[config.mk]
export PLATFORM = sky130hd
export DESIGN_NAME = cache_data_store
export DESIGN_NICKNAME = d
export VERILOG_FILES = /design/src/common/cache_types_pkg.sv /design/src/cache/cache_data_store.sv
export VERILOG_INCLUDE_DIRS = /design/src /design/src/common
export SDC_FILE = /design/constraint.sdc
export NUM_CORES = 2
export LEC_CHECK = 0
export BUFFER_PORTS_ARGS = -buffer_cell sky130_fd_sc_hd__buf_2
export CORE_UTILIZATION = 46
export CTS_BUF_LIST = sky130_fd_sc_hd__clkbuf_2
export DETAILED_ROUTE_END_ITERATION = 12
export GPL_ROUTABILITY_DRIVEN = 0
export GPL_TIMING_DRIVEN = 0
export HOLD_SLACK_MARGIN = 0.02
export PLACE_DENSITY = 0.69
export SYNTH_ARGS = -nofsm -noshare
export SYNTH_HDL_FRONTEND = slang
export SYNTH_SLANG_ARGS = --single-unit
[constraint.sdc]
create_clock -name clk -period 3.8 [get_ports clk]
set_input_delay 0.57 -clock clk [delete_from_list [all_inputs] [get_ports clk]]
set_output_delay 0.57 -clock clk [all_outputs]
set_load 0.05 [all_outputs]
[src/common/cache_defs.svh]
`ifndef CACHE_DEFS_SVH
`define CACHE_DEFS_SVH

// cache geometry
`define CACHE_LINE_WORDS 4
`define CACHE_OFFSET_BITS 4
`define CACHE_INDEX_BITS 4
`define CACHE_NUM_SETS 16
`define CACHE_TAG_BITS 24
`define CACHE_LINE_BITS 128

// backing memory, line addressed
`define MEM_LINE_ADDR_BITS 28
// 256 lines cover the lowest 4 KB
`define MEM_DEPTH 256
// cycles busy per line request
`define MEM_LATENCY 4

`endif

[src/common/cache_types_pkg.sv]
`include "cache_defs.svh"

package cache_types_pkg;

  // one word request from the requester
  typedef struct packed {
    logic [31:0] addr;
    logic        write;
    logic [31:0] wdata;
  } cache_req_t;

  // hit reports the first lookup only
  typedef struct packed {
    logic [31:0] rdata;
    logic        hit;
  } cache_resp_t;

  // per-set tag entry
  typedef struct packed {
    logic [`CACHE_TAG_BITS-1:0] tag;
    logic                       valid;
    logic                       dirty;
  } tag_entry_t;

  typedef enum logic [1:0] {
    idle,
    compare,
    write_back,
    fill
  } cache_state_e;

  typedef logic [`CACHE_LINE_BITS-1:0] cache_line_t;

endpackage

[src/cache/cache_data_store.sv]
`timescale 1ns/10ps
`include "cache_defs.svh"

module cache_data_store (
  input  logic                          clk,
  input  logic                          reset,
  input  logic [`CACHE_INDEX_BITS-1:0]  index,
  input  logic                          we,
  input  cache_types_pkg::cache_line_t  wline,
  output cache_types_pkg::cache_line_t  rline
);

  cache_types_pkg::cache_line_t lines [`CACHE_NUM_SETS];

  // whole line written at once
  always_ff @(posedge clk) begin
    if (reset) begin
      for (int i = 0; i < `CACHE_NUM_SETS; i++) begin
        lines[i] <= '0;
      end
    end else if (we) begin
      lines[index] <= wline;
    end
  end

  // asynchronous read, the controller looks up in the same cycle
  assign rline = lines[index];

endmodule

; After elaboration in Yosys (flattened, before gate mapping)
; Memory sizes are Yosys's and may differ from the RTL's.
; Cells that the tools add are included.
; Widths: inputs -> output; s select.
[word_totals]
ff_bits = 0
mem_bits_rw = 2048
input_bits = 135
elab_cells = 10
memories = 1
[memory_table]
columns = memory, depth, width, read_ports, rd_clocked_by_memory_dff, wr, line
row1 = lines, 16, 128, 1, 0, 16, cache_data_store.sv:13  ; cache_types_pkg::cache_line_t lines [`CACHE_NUM_SETS];
[classes]
mux = 8
n_reduce_logical = 1
[op_table]
columns = cell, n
row1 = $mux 128, 1
row2 = $reduce_or 128->1, 1
row3 = $mux 1, 6
row4 = $mux 4, 1

; Logic depth before layout (Yosys ltp)
[logic_depth]
depth_word = 5
ltp_mapped = 8

; Worst setup path before layout
; No wires, ideal clock.
[synth_path]
path_type = input port to flip-flop
start = input index[0]
end = memory lines[8][0] (netlist name) (enable)
t_arrival_ps = 3090
required_time_ps = 3367
slack_ps = 276
cell_stages = 6
path_buffers = 4
path_cell_list = buf_2 > buf_4 > buf_6 > nor3_1 > clkbuf_1 > or2_2
[synth_lines]
columns = element, line
row1 = start: declaration, cache_data_store.sv:7  ; input logic [`CACHE_INDEX_BITS-1:0] index,
row2 = end: declaration, cache_data_store.sv:13

; Final worst setup path
[layout_path]
start = memory lines[0][109] (netlist name)
end = output rline[109]
[layout_between]
elab_chain_len = 1
[layout_lines]
columns = element, line
row1 = $mem_v2 16x128, --
row2 = end: declaration, cache_data_store.sv:10  ; output cache_types_pkg::cache_line_t rline
; No other way between the ends.

==> results by group <==
Power and ir drop
  • Sw Pwr: 12.17 mW
  • Pwr dens: 425.7 nW/um^2
  • Sw Share: 26.87%
  • Comb pwr share: 11.9%
  • Flop pwr share: 58.3%
  • Total power: 45.29 mW
  • Leakage power: 38.00 nW
  • Max VDD drop: 0.2788 mV
  • Power Internal: 33.12 mW
  • Clock network power share: 29.8%

GRT
  • Vias in the first global route: 55890
  • Global-route wire length before repair: 358300 um
  • Gr usage total: 24.85%
  • Total grt overflow: 0
  • Largest net degree at the start of global routing: 52
  • Antenna violations before repair: 34

Finish
  • Layout area overhead: 17.31%
  • Share of cells above drive strength 1: 27.93%
  • Max reg flops: 2048
  • Top reg by flops: lines
  • Design area: 106400 um^2
  • Nets@finish: 6878
  • Largest regs: lines x2048

CTS
  • Clock sinks: 2048
  • Clock Tree Root: clkbuf_2
  • CTS max path bufs: 4
  • Num CTS Buffers: 491
  • Clock-pin slew on the worst setup and hold paths: 0.12 ns
  • TritonCTS clock tree: done
  • # H-tree levels: 5

Run status
  • Status: finished with violations
  • Failing checks: setup timing

Synthesis
  • Gate Count Post-Synth: 5561
  • EDFF count, synth: 2048
  • Register area share after synthesis: 67.81%
  • Number of warnings issued by yosys: 0
  • Mapped cell area: 90690 um^2
  • Post-synth top flop: edfxtp_1
  • Synthesis-stage register bit count: 2048
  • Async SR Flop Fraction: 0%
  • Area share of the largest cell type after synthesis: 67.81%
  • Top-count cell post-synth: and2_1
  • Most frequent cells after synthesis: and2_1, edfxtp_1, mux4_2
  • Library cells used by synthesis: 21
  • Syn avg cell area: 16.31 um^2
  • Post-synth net total: 5696
  • Top area cells in the synthesized netlist: edfxtp_1, and2_1, mux4_2
  • Dominant cell type by area after synthesis: edfxtp_1

Floorplan
  • Die area: 198900 um^2
  • Total I/O pin count: 263
  • Die X: 446.0 um
  • Cell Rows: 162
  • Initial core utilization: 46.41%
  • Core area: 195400 um^2
  • Die Y: 446.0 um

Timing
  • Final Max Tran Viols: 0
  • Hold Violations, Final: 0
  • Final WS setup: -0.1979 ns
  • Tcrit/Tclk final: 105.2%
  • RSZ-0062 raised after global routing: true
  • Final setup fails: 195
  • Fmax: 250.1 MHz
  • Fin crit period: 3.998 ns
  • Tightest Pin Transition: 1.379 ns
  • Slew headroom: 8.094%

Placed design
  • Post-DP HPWL: 157200 um
  • Area after DPL: 96390 um^2
  • # port buffers: 260

Critical path
  • Worst EP arrival: 3.43 ns
  • Crit end category: output port
  • Cells along the critical path: mux4_2 -> a22oi_2 -> nand2_2 -> buf_6
  • Startpoint types: register
  • Slowest stage cell, crit path: mux4_2
  • Crit path kind: register to output port
  • Crit-path max cell delay: 0.47 ns
  • WP data required: 3.23 ns
  • WP buf/inv: 1
  • Worst path top cell family by delay: multiplexers
  • CP max FO: 1

Run
  • Max_cap viols: 0

Hold path
  • Worst hold path class: input pin to register

Route
  • Vias: 53440
  • WL final: 248200 um
  • Final antenna-violating net count: 0
  • Drt pass-1 iters: 5
  • DRC viols: 0
  • Routed length per instance: 25.53 um
  • Vias per inst: 5.497
  • 1st-iter DRT viols: 5376
[power groups by stage]
| stage | sequential (mW) | clock (mW) | combinational, mW |
|---|---|---|---|
| floorplan | 26.8 | 0 | 2.86 |
| global placement | 27.0 | 0 | 4.36 |
| detailed placement | 26.9 | 0 | 4.55 |
| CTS | 26.4 | 13.7 | 5.36 |
| global route | 26.5 | 14.7 | 5.62 |
| finish | 26.4 | 13.5 | 5.39 |
[layer usage]
metal	GRT usage (%)	wire length (um)
met1	30.50	92070
met2	42.00	125600
met3	5.378	19440
met4	11.49	11130
met5	0	0
[layout by cell type (no fill, tap or decap), types with 3 or more instances in the layout]
| master | count |
|---|---|
| a22oi_1 | 74 |
| a22oi_2 | 182 |
| and2_1 | 2049 |
| buf_1 | 7 |
| buf_12 | 3 |
| buf_16 | 38 |
| buf_2 | 229 |
| buf_4 | 6 |
| buf_6 | 112 |
| buf_8 | 15 |
| clkbuf_1 | 355 |
| clkbuf_2 | 745 |
| clkinv_1 | 112 |
| clkinv_2 | 7 |
| diode_2 | 33 |
| dlygate4sd3_1 | 384 |
| edfxtp_1 | 2048 |
| inv_2 | 7 |
| mux4_2 | 512 |
| nand2_1 | 40 |
| nand2_2 | 82 |
| nand2_4 | 7 |
| nor2_1 | 10 |
| nor2_2 | 3 |
| nor3_1 | 3 |
| or2_2 | 4 |
| or2_4 | 16 |
[cell families (layout without fill, tap and decap cells)]
family,Yosys count,in the layout,synth area share (%)
compound gates,256,256,2.119
buf+inv,526,2025,2.410
flops,2048,2048,67.81
mux,512,512,12.71
other cells,0,33,0
simple gates,2219,2223,14.95
[per-stage QoR]
stage / worst slack [ns] / utilization, % / cells / setup TNS, ns / hold WS (ns)
floorplan: 0.2763 / - / 5561 / 0 / 0.7682
global placement: -2.291 / 48.76 / 8445 / -3908.83 / 0.9201
detailed placement: -0.5466 / 49.33 / 8484 / -104.32 / 0.9206
CTS: -0.4267 / 54.29 / 9683 / -57.57 / 0.02011
global route: -0.3819 / 54.43 / 9708 / -33.53 / 0.1063
finish: -0.1979 / 54.45 / 9721 / -17.48 / 0.1924
[path summary, 6_finish.rpt]
| kind | cells after the start | from | slack (ns) | endpoint |
|---|---|---|---|---|
| worst max-delay path | 4 | lines[0][109] | -0.20 | rline[109] |
| worst min-delay path | 4 | wline[97] | 0.19 | lines[13][97] |
[repair_timing]
action,CTS,global route
resized for setup,515,47
hold buffers,385,1
endpoints found under the hold margin,2819,28
setup endpoints to repair,128,282
pin swaps,209,45
cloned,0,4
buffers inserted,0,1
[area by class of cell]
| type | instances | area [um^2] |
|---|---|---|
| Fill cell | 15730 | 89010 |
| Sequential cell | 2048 | 61500 |
| Multi-Input combinational cell | 2991 | 28240 |
| Timing Repair Buffer | 685 | 7106 |
| Clock buffer | 686 | 3433 |
| Tap cell | 2624 | 3283 |
| Buffer | 526 | 2206 |
| Clock inverter | 128 | 541.8 |
| Antenna cell | 33 | 82.58 |
[tightest hold or removal path, delay by kind of cell]
kind / cells / cell delay [ns]
simple gates: 1 / 0.14
buf+inv: 3 / 1.27
No activity file was read; power rests on OpenSTA's default activity.
