`src/common/cache_defs.svh`:
```
`ifndef CACHE_DEFS_SVH
`define CACHE_DEFS_SVH

// cache geometry
`define CACHE_LINE_WORDS 4
`define CACHE_OFFSET_BITS 4
`define CACHE_INDEX_BITS 4
`define CACHE_NUM_SETS 16
`define CACHE_TAG_BITS 24
`define CACHE_LINE_BITS 128

// backing memory, line addressed
`define MEM_LINE_ADDR_BITS 28
// 256 lines cover the lowest 4 KB
`define MEM_DEPTH 256
// cycles busy per line request
`define MEM_LATENCY 4

`endif

```
`src/common/cache_types_pkg.sv`:
```
`include "cache_defs.svh"

package cache_types_pkg;

  // one word request from the requester
  typedef struct packed {
    logic [31:0] addr;
    logic        write;
    logic [31:0] wdata;
  } cache_req_t;

  // hit reports the first lookup only
  typedef struct packed {
    logic [31:0] rdata;
    logic        hit;
  } cache_resp_t;

  // per-set tag entry
  typedef struct packed {
    logic [`CACHE_TAG_BITS-1:0] tag;
    logic                       valid;
    logic                       dirty;
  } tag_entry_t;

  typedef enum logic [1:0] {
    idle,
    compare,
    write_back,
    fill
  } cache_state_e;

  typedef logic [`CACHE_LINE_BITS-1:0] cache_line_t;

endpackage

```
`src/cache/cache_tag_store.sv`:
```
`timescale 1ns/10ps
`include "cache_defs.svh"

module cache_tag_store (
  input  logic                          clk,
  input  logic                          reset,
  input  logic [`CACHE_INDEX_BITS-1:0]  index,
  input  logic                          we,
  input  cache_types_pkg::tag_entry_t   wentry,
  output cache_types_pkg::tag_entry_t   rentry
);

  logic [`CACHE_TAG_BITS-1:0] tags [`CACHE_NUM_SETS];
  logic [`CACHE_NUM_SETS-1:0] valid_bits;
  logic [`CACHE_NUM_SETS-1:0] dirty_bits;

  // state bits, cleared on reset
  always_ff @(posedge clk) begin
    if (reset) begin
      valid_bits <= '0;
      dirty_bits <= '0;
    end else if (we) begin
      valid_bits[index] <= wentry.valid;
      dirty_bits[index] <= wentry.dirty;
    end
  end

  // tag payload only matters once valid is set
  always_ff @(posedge clk) begin
    if (we) begin
      tags[index] <= wentry.tag;
    end
  end

  // combinational read for the current index
  always_comb begin
    rentry.tag   = tags[index];
    rentry.valid = valid_bits[index];
    rentry.dirty = dirty_bits[index];
  end

endmodule

```
`config.mk`:
```
export PLATFORM = sky130hd
export DESIGN_NAME = cache_tag_store
export DESIGN_NICKNAME = d
export VERILOG_FILES = /design/src/common/cache_types_pkg.sv /design/src/cache/cache_tag_store.sv
export VERILOG_INCLUDE_DIRS = /design/src /design/src/common
export SDC_FILE = /design/constraint.sdc
export NUM_CORES = 1
export LEC_CHECK = 0
export BUFFER_PORTS_ARGS = -buffer_cell sky130_fd_sc_hd__buf_2
export CAP_MARGIN = 20
export CORE_MARGIN = 1
export CORE_UTILIZATION = 55
export DETAILED_ROUTE_END_ITERATION = 8
export PLACE_DENSITY = 0.71
export SLEW_MARGIN = 10
export SYNTH_ARGS = -nofsm -noshare
export SYNTH_HDL_FRONTEND = slang
export SYNTH_SLANG_ARGS = --single-unit
```
`constraint.sdc`:
```
create_clock -name clk -period 2.7 [get_ports clk]
set_input_delay 0.135 -clock clk [delete_from_list [all_inputs] [get_ports clk]]
set_output_delay 0.135 -clock clk [all_outputs]
set_load 0.005 [all_outputs]
```
### Yosys cells after proc, flatten, opt, wreduce, memory -nomap -nowiden

Memory sizes are Yosys's and may differ from the RTL's.
Cells that the tools add are included.

* magnitude comparators: 2
* multiplexer cells: 10
* reductions and logical operators: 1

Operator list (number)
* bitwise mux 16 bit: 2
* binary-select mux 1 bit (select 4 bit): 2
* less-than comparator 4 x 5 -> 1 bit, second input constant: 1
* two-way mux 1 bit: 5
* demux 1 bit (select 4 bit): 1
* >= comparator 4 x 1 -> 1 bit, second input constant: 1
* logical AND 1 bit: 1

* register bits after elaboration: 32
* memory bits (writable): 384
* output and inout port bits: 26
* logic and storage cells: 16
* memories kept: 1

Memory list
* tags: depth 16, bits a word 24, read ports 1, clocked after memory_dff 0, write ports 1, line cache_tag_store.sv:13 `` logic [`CACHE_TAG_BITS-1:0] tags [`CACHE_NUM_SETS]; ``

### Logic depth before layout (Yosys ltp)

* depth after elaboration: 5
* mapped depth: 7
* mapped depth without buffers: 3

### Worst setup path before layout

No wires, ideal clock.

* path kind: input port to flip-flop
* start point: input index[0]
* end point: memory tags[0][0] in the netlist's numbering (enable)
* setup time: 0.405 ns
* arrival time: 1.981 ns
* required time: 2.295 ns
* path slack: 0.314 ns
* cell stages on the path: 6
* buffers on the path: 4
* path through: clkbuf_1 -> buf_6 -> buf_6 -> or2_1 -> buf_2 -> nor2_1

RTL lines
* start: declaration: line cache_tag_store.sv:7 `` input logic [`CACHE_INDEX_BITS-1:0] index, ``
* end: declaration: line cache_tag_store.sv:13

Straight into the memory's write port.

==> flow_metrics.tcl <==
set metrics [dict create \
    cts_setup_buffers 0 \
    grt_use_total_pct 23.4 \
    gr-usage-met3_pct 3.69 \
    setup.reg_to_reg.worst_slack_ns 2.02 \
    post_synth_main_area_contributors "sky130_fd_sc_hd__edfxtp_1 72%, sky130_fd_sc_hd__mux4_2 15%, sky130_fd_sc_hd__dfxtp_1 4.0%" \
    worstPathRequired_ns 2.57 \
    antennaDiodeCount 0 \
    grt_start_max_net_pins 40 \
    clk_pin_slew_worst_paths_ns 0.06 \
    critPathCaptureType "output pin" \
    finalInstanceArea_sq_um 18600 \
    tightest_slew_ns 0.717 \
    drtIter0Drc 988 \
    post_synth_num_cell_types 25 \
    placementRows 62 \
    finalHoldWorstSlack_ns 0.0158 \
    leading_cell_types_in_the_layout_fill_and_taps_excluded "384 x sky130_fd_sc_hd__edfxtp_1, 104 x sky130_fd_sc_hd__mux4_2, 56 x sky130_fd_sc_hd__buf_2, 52 x sky130_fd_sc_hd__a22oi_1, 42 x sky130_fd_sc_hd__clkbuf_16" \
    detailroute.via_count 8219 \
    globalRoute.busiestLayer "met2" \
    p_r_area_growth_vs_syn_pct 16.1 \
    h-tree-depth 2 \
    portBuffers 58 \
    timing.final.max_slew_violations 0 \
    setup_ws_ns 0.628 \
    cts_resized 0 \
    number_of_hold_slack_violations_in_the_final_timing_report 0 \
    most_common_cell_after_layout_fill_and_taps_aside "sky130_fd_sc_hd__edfxtp_1" \
    detail_route.wl_per_cell_microns 25.6 \
    grt_antenna_before_repair 0 \
    die_area_sq_um 29700 \
    critical_path_peak_fanout 39 \
    design.final.nets 930 \
    layout-drive-gt1-share_pct 30.4 \
    outcome "finished clean" \
    clock_tree_from_tritoncts "done" \
    place_congestion 0.825 \
    reg2regPathDepth 2 \
    holdBufCountCts 25 \
    synth.largest_area_cell "sky130_fd_sc_hd__edfxtp_1" \
    timing.final.setup_violations 0 \
    regArea_sq_um 12200 \
    mean_instance_size_in_the_synthesized_netlist_sq_um 20.3 \
    drt-total-wl_microns 33700 \
    overflow 0 \
    synth_sequential_area_ratio_pct 76.2 \
    core_area_sq_um 28600 \
    ctsRootBufferMaster "sky130_fd_sc_hd__clkbuf_16" \
    cellPowerDensity_nw_per_um2 728 \
    io_pins 59 \
    synthesis.yosys.warnings 0 \
    synth_largest_type_area_fraction_pct 72.1 \
    setup-tns-final_ns 0 \
    postPlaceCellArea_sq_um 17000 \
    worstPathArrival_ns 1.94 \
    power.leakage_uw 0.00600 \
    cts.sinks 416 \
    cts_made_buffers 42 \
    drt.antenna.violating_nets 0 \
    grtUsageMet1_pct 33.7 \
    vdd.ir_drop.worst_v 0.000514 \
    skew_ns 0 \
    postSynthCellCount 789 \
    hold_path.class "in -> reg" \
    max-slew-margin-rel_pct 52.1 \
    viasPerCell 6.25 \
    rsz0062_at_grt "no" \
    post_route_drc 0 \
    clock_latency_on_the_worst_skew_pair_ns 0.53 \
    die_w_microns 172 \
    multiInputGateArea_sq_um 3550 \
    finalWorstPathRequiredPeriod_ns 2.07 \
    ys_seq_elements 416 \
    syn_area_sq_um 16000 \
    clk_path_buf_depth 3 \
    drt_pass1_iterations 6 \
    place_worst_setup_slack_ns 0.624 \
    criticalPathCategory "in -> out" \
    power.total_uw 13500 \
    initial_cell_density_of_the_core_pct 55.8 \
    met2_usage_pct 38.1 \
    number_of_global_route_vias_before_repair 8339 \
    fillerInstances 1855 \
    period_utilization_pct 76.8 \
    post-dp-hpwl_microns 18700 \
    grt_first_pass_wirelength_microns 49900 \
    hold-path-cell-count 3 \
    achievable-frequency_mhz 483 \
    max_cap_violations 0 \
    mappedNetlistNets 822 \
    fp.dieH_microns 172 \
    startpoint_type "input pin" \
]
==> report_power, final <==
part / switching (uW) / internal (uW) / leakage (uW)
clock: 2340 / 3260 / 0.000660
sequential: 31.7 / 7160 / 0.00373
combinational: 416 / 314 / 0.00161
total: 2790 / 10700 / 0.00600
==> cells in the mapped netlist <==
library cell	instances
sky130_fd_sc_hd__edfxtp_1	384
sky130_fd_sc_hd__mux4_2	104
sky130_fd_sc_hd__a22oi_1	52
sky130_fd_sc_hd__nand3_1	33
sky130_fd_sc_hd__a21oi_1	32
sky130_fd_sc_hd__dfxtp_1	32
sky130_fd_sc_hd__o21ai_1	29
sky130_fd_sc_hd__clkbuf_1	28
sky130_fd_sc_hd__nand2_1	27
sky130_fd_sc_hd__nor2_1	18
sky130_fd_sc_hd__buf_2	14
sky130_fd_sc_hd__buf_6	8
sky130_fd_sc_hd__buf_1	6
sky130_fd_sc_hd__nor2b_1	4
sky130_fd_sc_hd__o21ai_0	3
sky130_fd_sc_hd__and2_1	2
sky130_fd_sc_hd__and3b_1	2
sky130_fd_sc_hd__buf_4	2
sky130_fd_sc_hd__nand2b_1	2
sky130_fd_sc_hd__nand3b_1	2
sky130_fd_sc_hd__and3_1	1
sky130_fd_sc_hd__clkbuf_2	1
sky130_fd_sc_hd__nor3b_2	1
sky130_fd_sc_hd__or2_1	1
sky130_fd_sc_hd__or3b_1	1
==> cell families after synthesis <==
group | Yosys count | share of synthesized area, %
buffers and inverters | 59 | 1.93
and+or+nand+nor | 94 | 2.82
AOI/OAI and AO/OA | 116 | 4.45
muxes | 104 | 14.7
DFF | 416 | 76.2
==> per-stage QoR <==
stage	util [%]	std cells
3_3_place_gp	59.3	1212
3_5_place_dp	59.3	1212
4_1_cts	64.8	1314
5_1_grt	64.8	1314
6_report	64.8	1314
2_1_floorplan	-	789
==> cell type report <==
cell class,instances,share of cell area (%)
Clock buffer,49,5.80
Clock inverter,28,1.38
Multi-Input combinational cell,314,19.1
Sequential cell,416,65.6
Tap cell,384,2.59
Timing Repair Buffer,123,5.52
==> sequential cells by signal, summed over array words and instances, names as in the netlist <==
signal      flops
dirty_bits     16
tags          384
valid_bits     16
==> path summary, 6_finish.rpt <==
path	endpoint	from
setup reg to reg	valid_bits[7]	valid_bits[7]
hold / removal	valid_bits[2]	wentry[1]
hold reg to reg	valid_bits[6]	valid_bits[6]
setup / recovery	rentry[4]	index[1]
==> routing by layer <==
metal	wire [microns]	part of all wire, %
met5	0	0
met3	2120	6.3
met1	14000	42
met2	17100	51
met4	469	1.4
==> critical path, cell delays in order <==
cell and delay (ns):
sky130_fd_sc_hd__buf_4 0.46, sky130_fd_sc_hd__buf_4 0.45, sky130_fd_sc_hd__mux4_2 0.36, sky130_fd_sc_hd__a22oi_1 0.26, sky130_fd_sc_hd__nand2_1 0.08, sky130_fd_sc_hd__buf_2 0.13
Note: power is estimated with default switching activity, not from simulation.
