## src/common/cache_defs.svh

```systemverilog
`ifndef CACHE_DEFS_SVH
`define CACHE_DEFS_SVH

// cache geometry
`define CACHE_LINE_WORDS 4
`define CACHE_OFFSET_BITS 4
`define CACHE_INDEX_BITS 4
`define CACHE_NUM_SETS 16
`define CACHE_TAG_BITS 24
`define CACHE_LINE_BITS 128

// backing memory, line addressed
`define MEM_LINE_ADDR_BITS 28
// 256 lines cover the lowest 4 KB
`define MEM_DEPTH 256
// cycles busy per line request
`define MEM_LATENCY 4

`endif

```

## src/common/cache_types_pkg.sv

```systemverilog
`include "cache_defs.svh"

package cache_types_pkg;

  // one word request from the requester
  typedef struct packed {
    logic [31:0] addr;
    logic        write;
    logic [31:0] wdata;
  } cache_req_t;

  // hit reports the first lookup only
  typedef struct packed {
    logic [31:0] rdata;
    logic        hit;
  } cache_resp_t;

  // per-set tag entry
  typedef struct packed {
    logic [`CACHE_TAG_BITS-1:0] tag;
    logic                       valid;
    logic                       dirty;
  } tag_entry_t;

  typedef enum logic [1:0] {
    idle,
    compare,
    write_back,
    fill
  } cache_state_e;

  typedef logic [`CACHE_LINE_BITS-1:0] cache_line_t;

endpackage

```

## src/common/mem_bus_pkg.sv

```systemverilog
`include "cache_defs.svh"

package mem_bus_pkg;

  // whole-line operations only
  typedef enum logic {
    mem_read,
    mem_write
  } mem_op_e;

  // line_addr is the byte address without the line offset
  typedef struct packed {
    mem_op_e                        op;
    logic [`MEM_LINE_ADDR_BITS-1:0] line_addr;
    cache_types_pkg::cache_line_t   wdata;
  } mem_req_t;

endpackage

```

## src/cache/cache_ctrl.sv

```systemverilog
`timescale 1ns/10ps
`include "cache_defs.svh"

module cache_ctrl (
  input  logic                          clk,
  input  logic                          reset,
  input  logic                          req_valid,
  input  cache_types_pkg::cache_req_t   req,
  output logic                          ready,
  output logic                          resp_valid,
  output cache_types_pkg::cache_resp_t  resp,
  output logic [`CACHE_INDEX_BITS-1:0]  index,
  output logic                          tag_we,
  output cache_types_pkg::tag_entry_t   tag_wentry,
  output logic                          data_we,
  output cache_types_pkg::cache_line_t  data_wline,
  input  cache_types_pkg::tag_entry_t   tag_rentry,
  input  cache_types_pkg::cache_line_t  data_rline,
  output logic                          mem_valid,
  output mem_bus_pkg::mem_req_t         mem_req,
  input  logic                          mem_ready,
  input  logic                          mem_rvalid,
  input  cache_types_pkg::cache_line_t  mem_rline
);

  cache_types_pkg::cache_state_e state;
  cache_types_pkg::cache_state_e next_state;
  cache_types_pkg::cache_req_t   req_q;
  cache_types_pkg::cache_line_t  merged_line;

  logic [`CACHE_TAG_BITS-1:0]           req_tag;
  logic [$clog2(`CACHE_LINE_WORDS)-1:0] word_sel;
  logic                                 hit;
  logic                                 first_pass;

  // address split of the latched request
  assign req_tag  = req_q.addr[31 -: `CACHE_TAG_BITS];
  assign index    = req_q.addr[`CACHE_OFFSET_BITS +: `CACHE_INDEX_BITS];
  assign word_sel = req_q.addr[`CACHE_OFFSET_BITS-1:2];

  assign hit   = tag_rentry.valid && (tag_rentry.tag == req_tag);
  assign ready = (state == cache_types_pkg::idle);

  // read word select and write word merge
  always_comb begin
    merged_line = data_rline;
    merged_line[word_sel*32 +: 32] = req_q.wdata;
  end

  assign resp.rdata = data_rline[word_sel*32 +: 32];
  assign resp.hit   = first_pass;

  always_comb begin
    next_state = state;
    resp_valid = 1'b0;
    tag_we = 1'b0;
    tag_wentry.tag = req_tag;
    tag_wentry.valid = 1'b1;
    tag_wentry.dirty = 1'b0;
    data_we = 1'b0;
    data_wline = merged_line;
    mem_valid = 1'b0;
    mem_req.op = mem_bus_pkg::mem_read;
    mem_req.line_addr = req_q.addr[31:`CACHE_OFFSET_BITS];
    mem_req.wdata = data_rline;
    case (state)
      cache_types_pkg::idle: begin
        if (req_valid) begin
          next_state = cache_types_pkg::compare;
        end
      end
      cache_types_pkg::compare: begin
        if (hit) begin
          resp_valid = 1'b1;
          next_state = cache_types_pkg::idle;
          // write hit marks the line dirty in the same cycle
          if (req_q.write) begin
            tag_we = 1'b1;
            tag_wentry.dirty = 1'b1;
            data_we = 1'b1;
          end
        end else if (mem_ready) begin
          mem_valid = 1'b1;
          if (tag_rentry.valid && tag_rentry.dirty) begin
            // evict the old line at {old tag, index}
            mem_req.op = mem_bus_pkg::mem_write;
            mem_req.line_addr = {tag_rentry.tag, index};
            next_state = cache_types_pkg::write_back;
          end else begin
            next_state = cache_types_pkg::fill;
          end
        end
      end
      cache_types_pkg::write_back: begin
        // read issued once the eviction is done
        if (mem_ready) begin
          mem_valid = 1'b1;
          next_state = cache_types_pkg::fill;
        end
      end
      cache_types_pkg::fill: begin
        if (mem_rvalid) begin
          tag_we = 1'b1;
          data_we = 1'b1;
          data_wline = mem_rline;
          next_state = cache_types_pkg::compare;
        end
      end
      default: begin
        next_state = cache_types_pkg::idle;
      end
    endcase
  end

  always_ff @(posedge clk) begin
    if (reset) begin
      state <= cache_types_pkg::idle;
      first_pass <= 1'b0;
    end else begin
      state <= next_state;
      // hit flag only survives a lookup that hits at once
      if (req_valid && ready) begin
        first_pass <= 1'b1;
      end else if (state == cache_types_pkg::compare && !hit) begin
        first_pass <= 1'b0;
      end
    end
  end

  // request held for the whole access
  always_ff @(posedge clk) begin
    if (req_valid && ready) begin
      req_q <= req;
    end
  end

endmodule

```

## config.mk

```make
export PLATFORM = sky130hd
export DESIGN_NAME = cache_ctrl
export DESIGN_NICKNAME = d
export VERILOG_FILES = /design/src/common/cache_types_pkg.sv /design/src/common/mem_bus_pkg.sv /design/src/cache/cache_ctrl.sv
export VERILOG_INCLUDE_DIRS = /design/src /design/src/common
export SDC_FILE = /design/constraint.sdc
export NUM_CORES = 1
export LEC_CHECK = 0
export ABC_AREA = 1
export BUFFER_PORTS_ARGS = -buffer_cell sky130_fd_sc_hd__buf_2
export CORE_AREA = 2 2 277 279
export DETAILED_ROUTE_END_ITERATION = 16
export DIE_AREA = 0 0 279 281
export PLACE_DENSITY = 0.39
export REMOVE_ABC_BUFFERS = 1
export SETUP_SLACK_MARGIN = 0.3
export SLEW_MARGIN = 30
export SYNTH_ARGS = -nofsm -noshare
export SYNTH_HDL_FRONTEND = slang
export SYNTH_SLANG_ARGS = --single-unit
```

## constraint.sdc

```tcl
create_clock -name clk -period 2.6 [get_ports clk]
set_clock_uncertainty 0.15 [all_clocks]
set_input_delay 0.26 -clock clk [delete_from_list [all_inputs] [get_ports clk]]
set_output_delay 0.26 -clock clk [all_outputs]
set_load 0.01 [all_outputs]
```

# --- Yosys cells after proc, flatten, opt, wreduce, memory -nomap -nowiden ---
# Cells that the tools add are included.
totals:
  reg_bits: 68
  latch_bits: 0
  mem_bits_rw: 0
  romBits: 0
  input_bits: 352
  out_inout_bits: 353
  elab_cells: 51
  mem_count: 0
op_classes:
  n_addsub: 1
  multipliers: 0
  n_div: 0
  magnitude_cmp: 0
  n_eq_ne: 8
  shifts: 3
  n_mux: 26
  n_bitwise: 0
  n_reduce_logical: 8
op_table:
  columns: ["op", "n"]
  rows:
  - ["$mux 128", 2]
  - ["$bwmux 128", 1]
  - ["$shift 32x34->128 const A", 1]
  - ["$shiftx 128x8->32", 1]
  - ["$shiftx 32x34->128", 1]
  - ["$mux 29", 4]
  - ["$neg 7->34", 1]
  - ["$eq 24x24->1", 1]
  - ["$mux 1", 11]
  - ["$mux 2", 5]
  - ["$pmux 2 s4", 1]
  - ["$ne 2x2->1 const B", 3]
  - ["$eq 2x2->1 const B", 2]
  - ["$logic_and 1x1->1", 4]
  - ["$pmux 1 s2", 2]
  - ["$reduce_and 4->1", 1]
  - ["$ne 3x3->1 const B", 1]
  - ["$eq 2x1->1 const B", 1]
  - ["$logic_not 2->1", 1]
  - ["$reduce_bool 2->1", 1]
  - ["$logic_not 1->1", 1]

# --- Longest topological paths before layout ---
# Gate-level depths: netlist of the first run.
logic_depth:
  word_depth: 6
  depth_mapped: 13
  depth_no_buf: 13

# --- Least setup slack after synthesis of the first run ---
# No wires, ideal clock.
synth_path:
  path_type: "register -> output"
  start: "reg req_q[35] in the netlist's numbering"
  end: "out data_wline[10]"
  arrival_ns: 2.224
  required_time_ns: 2.190
  slack_ns: -0.034
  path_stages_with_launch: 10
  n_path_buf: 4
  cell_sequence: "edfxtp_1 -> buf_2 -> inv_2 -> buf_2 -> buf_2 -> ha_1 -> nor4_4 -> buf_2 -> nand2_1 -> a21oi_1"
synth_via:
  elab_chain_cells: 5
  word_cells_on_any_way: 6
  cone_classes: "1 x add/sub; 2 x shift; 3 x mux"
synth_lines:
  columns: ["item", "line_no", "text"]
  rows:
  - ["start, declared", "cache_ctrl.sv:28", "cache_types_pkg::cache_req_t req_q;"]
  - ["start signal, assigned", "cache_ctrl.sv:133", "req_q <= req;"]
  - ["$neg 7->34 (*)", "cache_ctrl.sv:47", "merged_line[word_sel*32 +: 32] = req_q.wdata;"]
  - ["$shiftx 32x34->128 or $shift 32x34->128 (tied branches)", "cache_ctrl.sv:47", null]
  - ["$bwmux 128 (*)", "cache_ctrl.sv:47", null]
  - ["$mux 128", "cache_ctrl.sv:102", "if (mem_rvalid) begin"]
  - ["$mux 128 (*)", "cache_ctrl.sv:66", "case (state)"]
  - ["end, declared", "cache_ctrl.sv:16", "output cache_types_pkg::cache_line_t data_wline,"]
# Every way passes the cells marked *; elsewhere a longest branch is shown, timed or not.

# --- Final worst setup path of the first run ---
layout_path:
  start: "reg req_q[36] in the netlist's numbering"
  end: "out data_wline[14]"
# Same word-level chain as after synthesis.

==> metrics.md, run 1 <==
| Metric | Value |
|---|---|
| Clock Tree Buf Depth | `2` |
| Crit path kind | `reg2out` |
| Die Area | `78400 µm²` |
| Core area | `75400 µm²` |
| DP Wirelength | `45.0 mm` |
| Highest Clock Rate | `357 MHz` |
| Reg2Reg Launch Point | `tag_wentry[11]` |
| TritonCTS clock tree | `built` |
| Post-place setup slack | `-0.164 ns` |
| Critical-path top delay cell | `edfxtp_1` |
| Crit path DAT | `2.39 ns` |
| Commonest cells in the netlist | `nor2_1, nand2_1, a21oi_1` |
| Crit path required time | `2.19 ns` |
| Clock sinks | `66` |
| Startpoint types | `flop` |
| Hold WC Path Type | `in2reg` |
| Setup violators final | `134` |
| Total Nets Final | `2473` |
| Worst setup path startpoint | `req_q[36]` |
| Final hold violation count | `0` |
| ANT nets after route | `0` |
| 1st-pass router iterations | `6` |
| Total GRT Usage | `17.7%` |
| DRC Markers | `0` |
| Grt met1 use | `20.7%` |
| Period Utilization, post-route | `108%` |
| Crit path max fanout | `5` |
| Reg2reg path depth | `16` |
| CTS root buf | `clkbuf_16` |
| Largest stage delay on the critical path | `0.46 ns` |
| Max VDD drop | `0.409 mV` |
| Total Power | `0.0130 W` |
| Total number of vias | `12800` |
| Synth unique cells | `35` |
| Global routing usage on met2 | `32.0%` |
| Fin cells | `3099` |
| Cells along the critical path | `clkinv_4 -> ha_4 -> nor4_4 -> buf_6 -> buf_12 -> buf_16 -> nand2_4 -> a21oi_2 -> buf_2` |
| Count leader, synth | `nor2_1` |
| PortBufs | `701` |
| Status | `finished, violations left` |
| Final worst setup slack | `-0.204 ns` |
| Ys flop type | `edfxtp_1` |
| Area contributors post-synth | `edfxtp_1, buf_4, nor2_1` |
| Power per cell area | `685 nW/µm²` |
| Grt met3 use | `3.29%` |
| Max cap viols | `0` |
| Hold Path Cell Cnt | `3` |
| Fillcell total | `8348` |
| Dpl cells | `2833` |
| Post-synth EDFFs | `63` |
| IO Pins | `705` |
| Post-synth top area share | `23.0%` |
| DR WL/cell | `25.1 µm` |
| First DRT Iteration DRCs | `615` |
| Max-slew violations | `0` |
| H-tree levels | `3` |
| Yosys Warn Count | `0` |
| Pin count of the biggest net entering global routing | `64` |
| Number of global-route vias before repair | `12100` |
| Gate Count Post-Synth | `1344` |
| Total grt overflow | `0` |
| Via density | `4.13` |
| Rows | `101` |
| Worst R2R Setup Slack | `0.52 ns` |
| First-pass GRT wire length | `95.3 mm` |
| Unrepaired setup endpoints after global routing | `yes` |
| Avg Cell Area, Syn | `6.12 µm²` |
| Fraction of layout cells with a size suffix above 1 | `66.5%` |
| Area Growth Syn to Fin | `130%` |
| Tmin final | `2.80 ns` |
| Worst Setup End Kind | `output port` |
| Register area share after synthesis | `23.7%` |
| Reg clk slew, reported paths | `0.07 ns` |
| Gr busiest metal | `met2` |
| Failing checks | `negative setup slack` |
| Placer Congestion | `0.829` |
| Fraction of registers with async set/reset | `0%` |
| Reg-to-Reg End | `state[1]` |
| Hold Path Sink | `first_pass` |
| Min-Delay Startpoint | `req_valid` |
| Clock buffer count from CTS | `9` |
| Synth Cell Area | `8230 µm²` |
| Die Span Y | `281 µm` |
| Synth Register Bits | `66` |
| Clk Latency, worst-skew pair | `0.38 ns` |
| Initial antenna violation count | `8` |
| Initial Utilization | `10.9%` |
| Leakage | `8.93 nW` |
| Final wirelength | `77.7 mm` |
| Die Width | `279 µm` |
| Leading area contributor after synthesis | `edfxtp_1` |
metrics by stage:
step | hold WS, ns | utilization (%) | cell area, µm² | TNS (ns)
6_report | 0.102 | 25.1 | 19000 | -12.82
5_1_grt | 0.0842 | 25.1 | 19000 | -29.79
4_1_cts | 0.0664 | 22.3 | 16800 | -13.79
3_5_place_dp | 0.288 | 16.0 | 12100 | -2.51
3_3_place_gp | 0.287 | 16.0 | 12100 | -1.88
2_1_floorplan | 0.179 | - | 6640 | -396.53
state kept, by name (all words and copies together) (netlist names):
name,cells
req_q,35
tag_wentry,24
state,2
index,4
first_pass,1
placed cells by master (no fill, tap or decap), types with 5 or more instances in the layout:
| cell type | count |
|---|---|
| buf_2 | 676 |
| nor2_1 | 219 |
| a21oi_2 | 99 |
| nand2_1 | 80 |
| inv_1 | 80 |
| buf_4 | 79 |
| a21oi_1 | 78 |
| nor2_4 | 72 |
| nand2_4 | 70 |
| buf_6 | 66 |
| dlygate4sd3_1 | 64 |
| edfxtp_1 | 63 |
| buf_12 | 59 |
| o21ai_2 | 45 |
| nand2_2 | 43 |
| o21ai_0 | 41 |
| buf_16 | 33 |
| o21ai_1 | 28 |
| nand2_8 | 21 |
| o22ai_1 | 20 |
| clkbuf_16 | 20 |
| nor2_2 | 17 |
| a31oi_4 | 15 |
| buf_8 | 13 |
| o21ai_4 | 11 |
| o22ai_2 | 10 |
| a31oi_1 | 10 |
| a21oi_4 | 9 |
| a31oi_2 | 7 |
| inv_2 | 6 |
| nand3_1 | 6 |
| nand4_1 | 5 |
| ha_4 | 5 |
kinds of logic (layout without fill, tap and decap cells):
kind of cell / count (synthesis) / count (layout) / share of synthesized area [%]
AOI/OAI and AO/OA: 377 / 377 / 24.8
and+or+nand+nor: 541 / 542 / 25.8
adders and majority gates: 9 / 9 / 1.37
buffers and inverters: 345 / 1117 / 23.8
DFF: 66 / 66 / 23.7
other: 1 / 5 / 0.0456
xor gates and xnor gates: 5 / 5 / 0.532
per-layer routing:
| metal | wire length [µm] | up-vias |
|---|---|---|
| met5 | 11 | - |
| met4 | 2560 | 2 |
| met3 | 4980 | 115 |
| met2 | 39500 | 686 |
| met1 | 30700 | 6151 |
| li1 | - | 5837 |
how the worst max path moves through the flow:
stage / endpoint / slack (ns)
6_report: data_wline[14] / -0.20
5_1_grt: data_wline[17] / -0.33
4_1_cts: data_wline[14] / -0.21
3_5_place_dp: data_wline[14] / -0.16
3_3_place_gp: data_wline[24] / -0.12
2_1_floorplan: data_wline[68] / -4.18
power breakdown:
group | leakage (nW) | switching [W] | internal [W]
sequential | 0.620 | 0.000337 | 0.00150
combinational | 8.17 | 0.00548 | 0.00425
clock | 0.142 | 0.000676 | 0.000754
what timing repair did:
item                                    CTS  global route
cloned                                   30            14
buffers inserted                         83            55
resized for setup                       552           345
pin swaps                               131           175
endpoints found under the hold margin    66             0
endpoints found under the setup margin  187           190
hold buffers                             64             0
cell type report:
type | count | area [µm²] | area share [%]
clock inverter | 7 | 76.3 | 0.403
timing repair buffer | 1004 | 8020 | 42.3
inverter | 97 | 414 | 2.18
multi-input combinational | 934 | 7040 | 37.1
sequential | 66 | 1950 | 10.3
clock buffer | 9 | 225 | 1.19
tap | 978 | 1220 | 6.45
antenna | 4 | 10.0 | 0.0528
critical path, delay by kind of cell, from the launching register on:
family | cells | cell delay [ns]
buffers and inverters | 5 | 0.79
flip-flops | 1 | 0.46
AND/OR/NAND/NOR | 2 | 0.32
adder cells (fa/ha/maj) | 1 | 0.29
AO/OA/AOI/OAI | 1 | 0.15
(Power assumes the default switching activity.)
==> run 2: changes to the inputs <==
Settings changed: CTS_CLUSTER_DIAMETER set to 50.
Clock period 2.6 ns to 2.45 ns, I/O delays scaled along.
==> run 2 against run 1 <==
Against the previous run: the run still ends with negative setup slack left; sequential share of layout area rose by 0.82 points; first-iteration DRC count fell by 21%; critical path type unchanged; final area fell by 7.3%; total power fell by 2.7%; final cell count fell by 1.5%; die area did not move.
==> metrics.md, run 2 (synthesis gave the netlist of run 1 again) <==
| Metric | Value |
|---|---|
| Status | `finished, violations left` |
| Failing checks | `negative setup slack` |
| Reg clk slew, reported paths | `0.07 ns` |
| TritonCTS clock tree | `built` |
| Unrepaired setup endpoints after global routing | `yes` |
| Worst Setup End Kind | `output port` |
| Setup TNS | `-16.63 ns` |
| PortBufs | `701` |
| Total Nets Final | `2426` |
| Via density | `4.01` |
| IO Pins | `705` |
| Worst setup path startpoint | `tag_wentry[11]` |
| Core area | `75400 µm²` |
| First-pass GRT wire length | `87.4 mm` |
| DP Wirelength | `45.7 mm` |
| First DRT Iteration DRCs | `487` |
| Reg2Reg Launch Point | `tag_wentry[11]` |
| CTS root buf | `clkbuf_16` |
| Fraction of layout cells with a size suffix above 1 | `63.3%` |
| Most frequent cells in the layout | `buf_2, nor2_1, nand2_1` |
| Max reg flops | `35` |
| Most used cell, CP | `nand2_1` |
| Hold Path Sink | `first_pass` |
| Worst Tran Pin Value | `0.524 ns` |
| Leakage | `8.27 nW` |
| Max-slew violations | `0` |
| DRC Markers | `0` |
| Reg-to-Reg End | `state[0]` |
| Crit path DAT | `2.28 ns` |
| Clock buffer count from CTS | `9` |
| Hold Path Cell Cnt | `3` |
| Cells along the critical path | `nand2_2 -> nand2_1 -> nor2_1 -> nand2_1 -> nor2_2 -> nand3_2 -> nand2_2 -> nor2_4 -> nand2_8 -> buf_12 -> clkbuf_16 -> nand2_1 -> o21ai_2 -> buf_2` |
| Die Span Y | `281 µm` |
| Die Area | `78400 µm²` |
| Max_slew headroom | `65.1%` |
| ANT nets after route | `0` |
| Max VDD drop | `0.446 mV` |
| Placed instance area | `12200 µm²` |
| Most common cell after layout, fill and taps aside | `buf_2` |
| Number of global-route vias before repair | `11800` |
| Startpoint types | `flop` |
| Setup violators final | `150` |
| Final design area excluding fillers | `17600 µm²` |
| Total GRT Usage | `15.9%` |
| Power per cell area | `720 nW/µm²` |
| Clk Latency, worst-skew pair | `0.39 ns` |
| Placer Congestion | `0.853` |
| Pin count of the biggest net entering global routing | `65` |
| Crit path required time | `2.06 ns` |
| Final hold violation count | `0` |
| Tmin final | `2.67 ns` |
| Rows | `101` |
| Area Growth Syn to Fin | `114%` |
| Total grt overflow | `0` |
| Hold Worst Slack | `0.0865 ns` |
| Clock sinks | `66` |
| Max cap viols | `0` |
| Period Utilization, post-route | `109%` |
| Clock Tree Buf Depth | `2` |
| Min-Delay Startpoint | `req_valid` |
| Final wirelength | `71.2 mm` |
| Final worst setup slack | `-0.221 ns` |
| Crit path max fanout | `6` |
| Reg2reg path depth | `13` |
| H-tree levels | `3` |
| Highest Clock Rate | `374 MHz` |
| Crit path kind | `reg2out` |
| Largest stage delay on the critical path | `0.48 ns` |
| Initial antenna violation count | `7` |
| Total Power | `0.0126 W` |
| Largest register by flop count | `req_q` |
| Die Width | `279 µm` |
| Critical-path top delay cell | `edfxtp_1` |
| DR WL/cell | `23.3 µm` |
| Worst R2R Setup Slack | `0.50 ns` |
| Hold WC Path Type | `in2reg` |
| Initial Utilization | `10.9%` |
| 1st-pass router iterations | `4` |
| Final Util | `23.3%` |
| Total number of vias | `12200` |
-- run 2: changes by cell type in the layout (fill, tap and decap cells not counted), moves of 9 or more --
cell     change
nand2_1     +24
nand2_4     -24
a21oi_1     +23
a21oi_2     -20
buf_12      -18
buf_6       -18
nand2_8     -16
nor2_4      -16
nand2_2     +15
buf_16      -14
a31oi_4     +11
nor2_2       +9
o21ai_0      +9
o21ai_1      -9
-- run 2: layer usage --
layer	GRT usage, %	vias to the layer above	routed length, µm
met4	6.56	4	2940
met2	28.5	629	35600
li1	-	5731	-
met3	2.73	107	3860
met5	0	-	30
met1	18.6	5765	28700
-- run 2: area by class of cell --
type	instances	area, µm²
Clock buffer	10	239
Timing Repair inverter	1	8.76
Multi-Input combinational cell	933	6560
Tap cell	978	1220
Antenna cell	4	10.0
Fill cell	8454	57900
Sequential cell	66	1950
Clock inverter	6	42.5
Inverter	97	428
Timing Repair Buffer	957	7110
-- run 2: where the power goes --
part	switching [W]	internal, W	total (W)
clock	0.000754	0.000719	0.00147
sequential	0.000290	0.00159	0.00188
combinational	0.00535	0.00395	0.00929
-- run 2: through the flow --
step	std cells	worst slack [ns]
2_1_floorplan	1096	-4.31
3_3_place_gp	2852	-0.312
3_5_place_dp	2852	-0.367
4_1_cts	2994	-0.232
5_1_grt	3051	-0.344
6_report	3052	-0.221
-- run 2: worst max path at each step --
| stage | to | slack [ns] | depth (start not counted) |
|---|---|---|---|
| global route | mem_req[147] | -0.34 | 14 |
| finish | mem_req[147] | -0.22 | 14 |
| detailed placement | data_wline[17] | -0.37 | 8 |
| global placement | data_wline[3] | -0.31 | 8 |
| floorplan | data_wline[68] | -4.31 | 4 |
| CTS | mem_req[143] | -0.23 | 12 |
-- run 2: what timing repair did --
| item | CTS | global route |
|---|---|---|
| endpoints found under the setup margin | 190 | 190 |
| cloned | 16 | 20 |
| endpoints found under the hold margin | 66 | 0 |
| gates resized for setup | 443 | 284 |
| hold buffers | 64 | 0 |
| setup buffers | 46 | 34 |
| pin swaps | 95 | 86 |
-- run 2: critical path: cells and delay by family (launching register included) --
family	cells	cell delay, ns
and+or+nand+nor	10	0.96
AOI/OAI and AO/OA	1	0.05
DFF	1	0.48
buffers and inverters	3	0.40
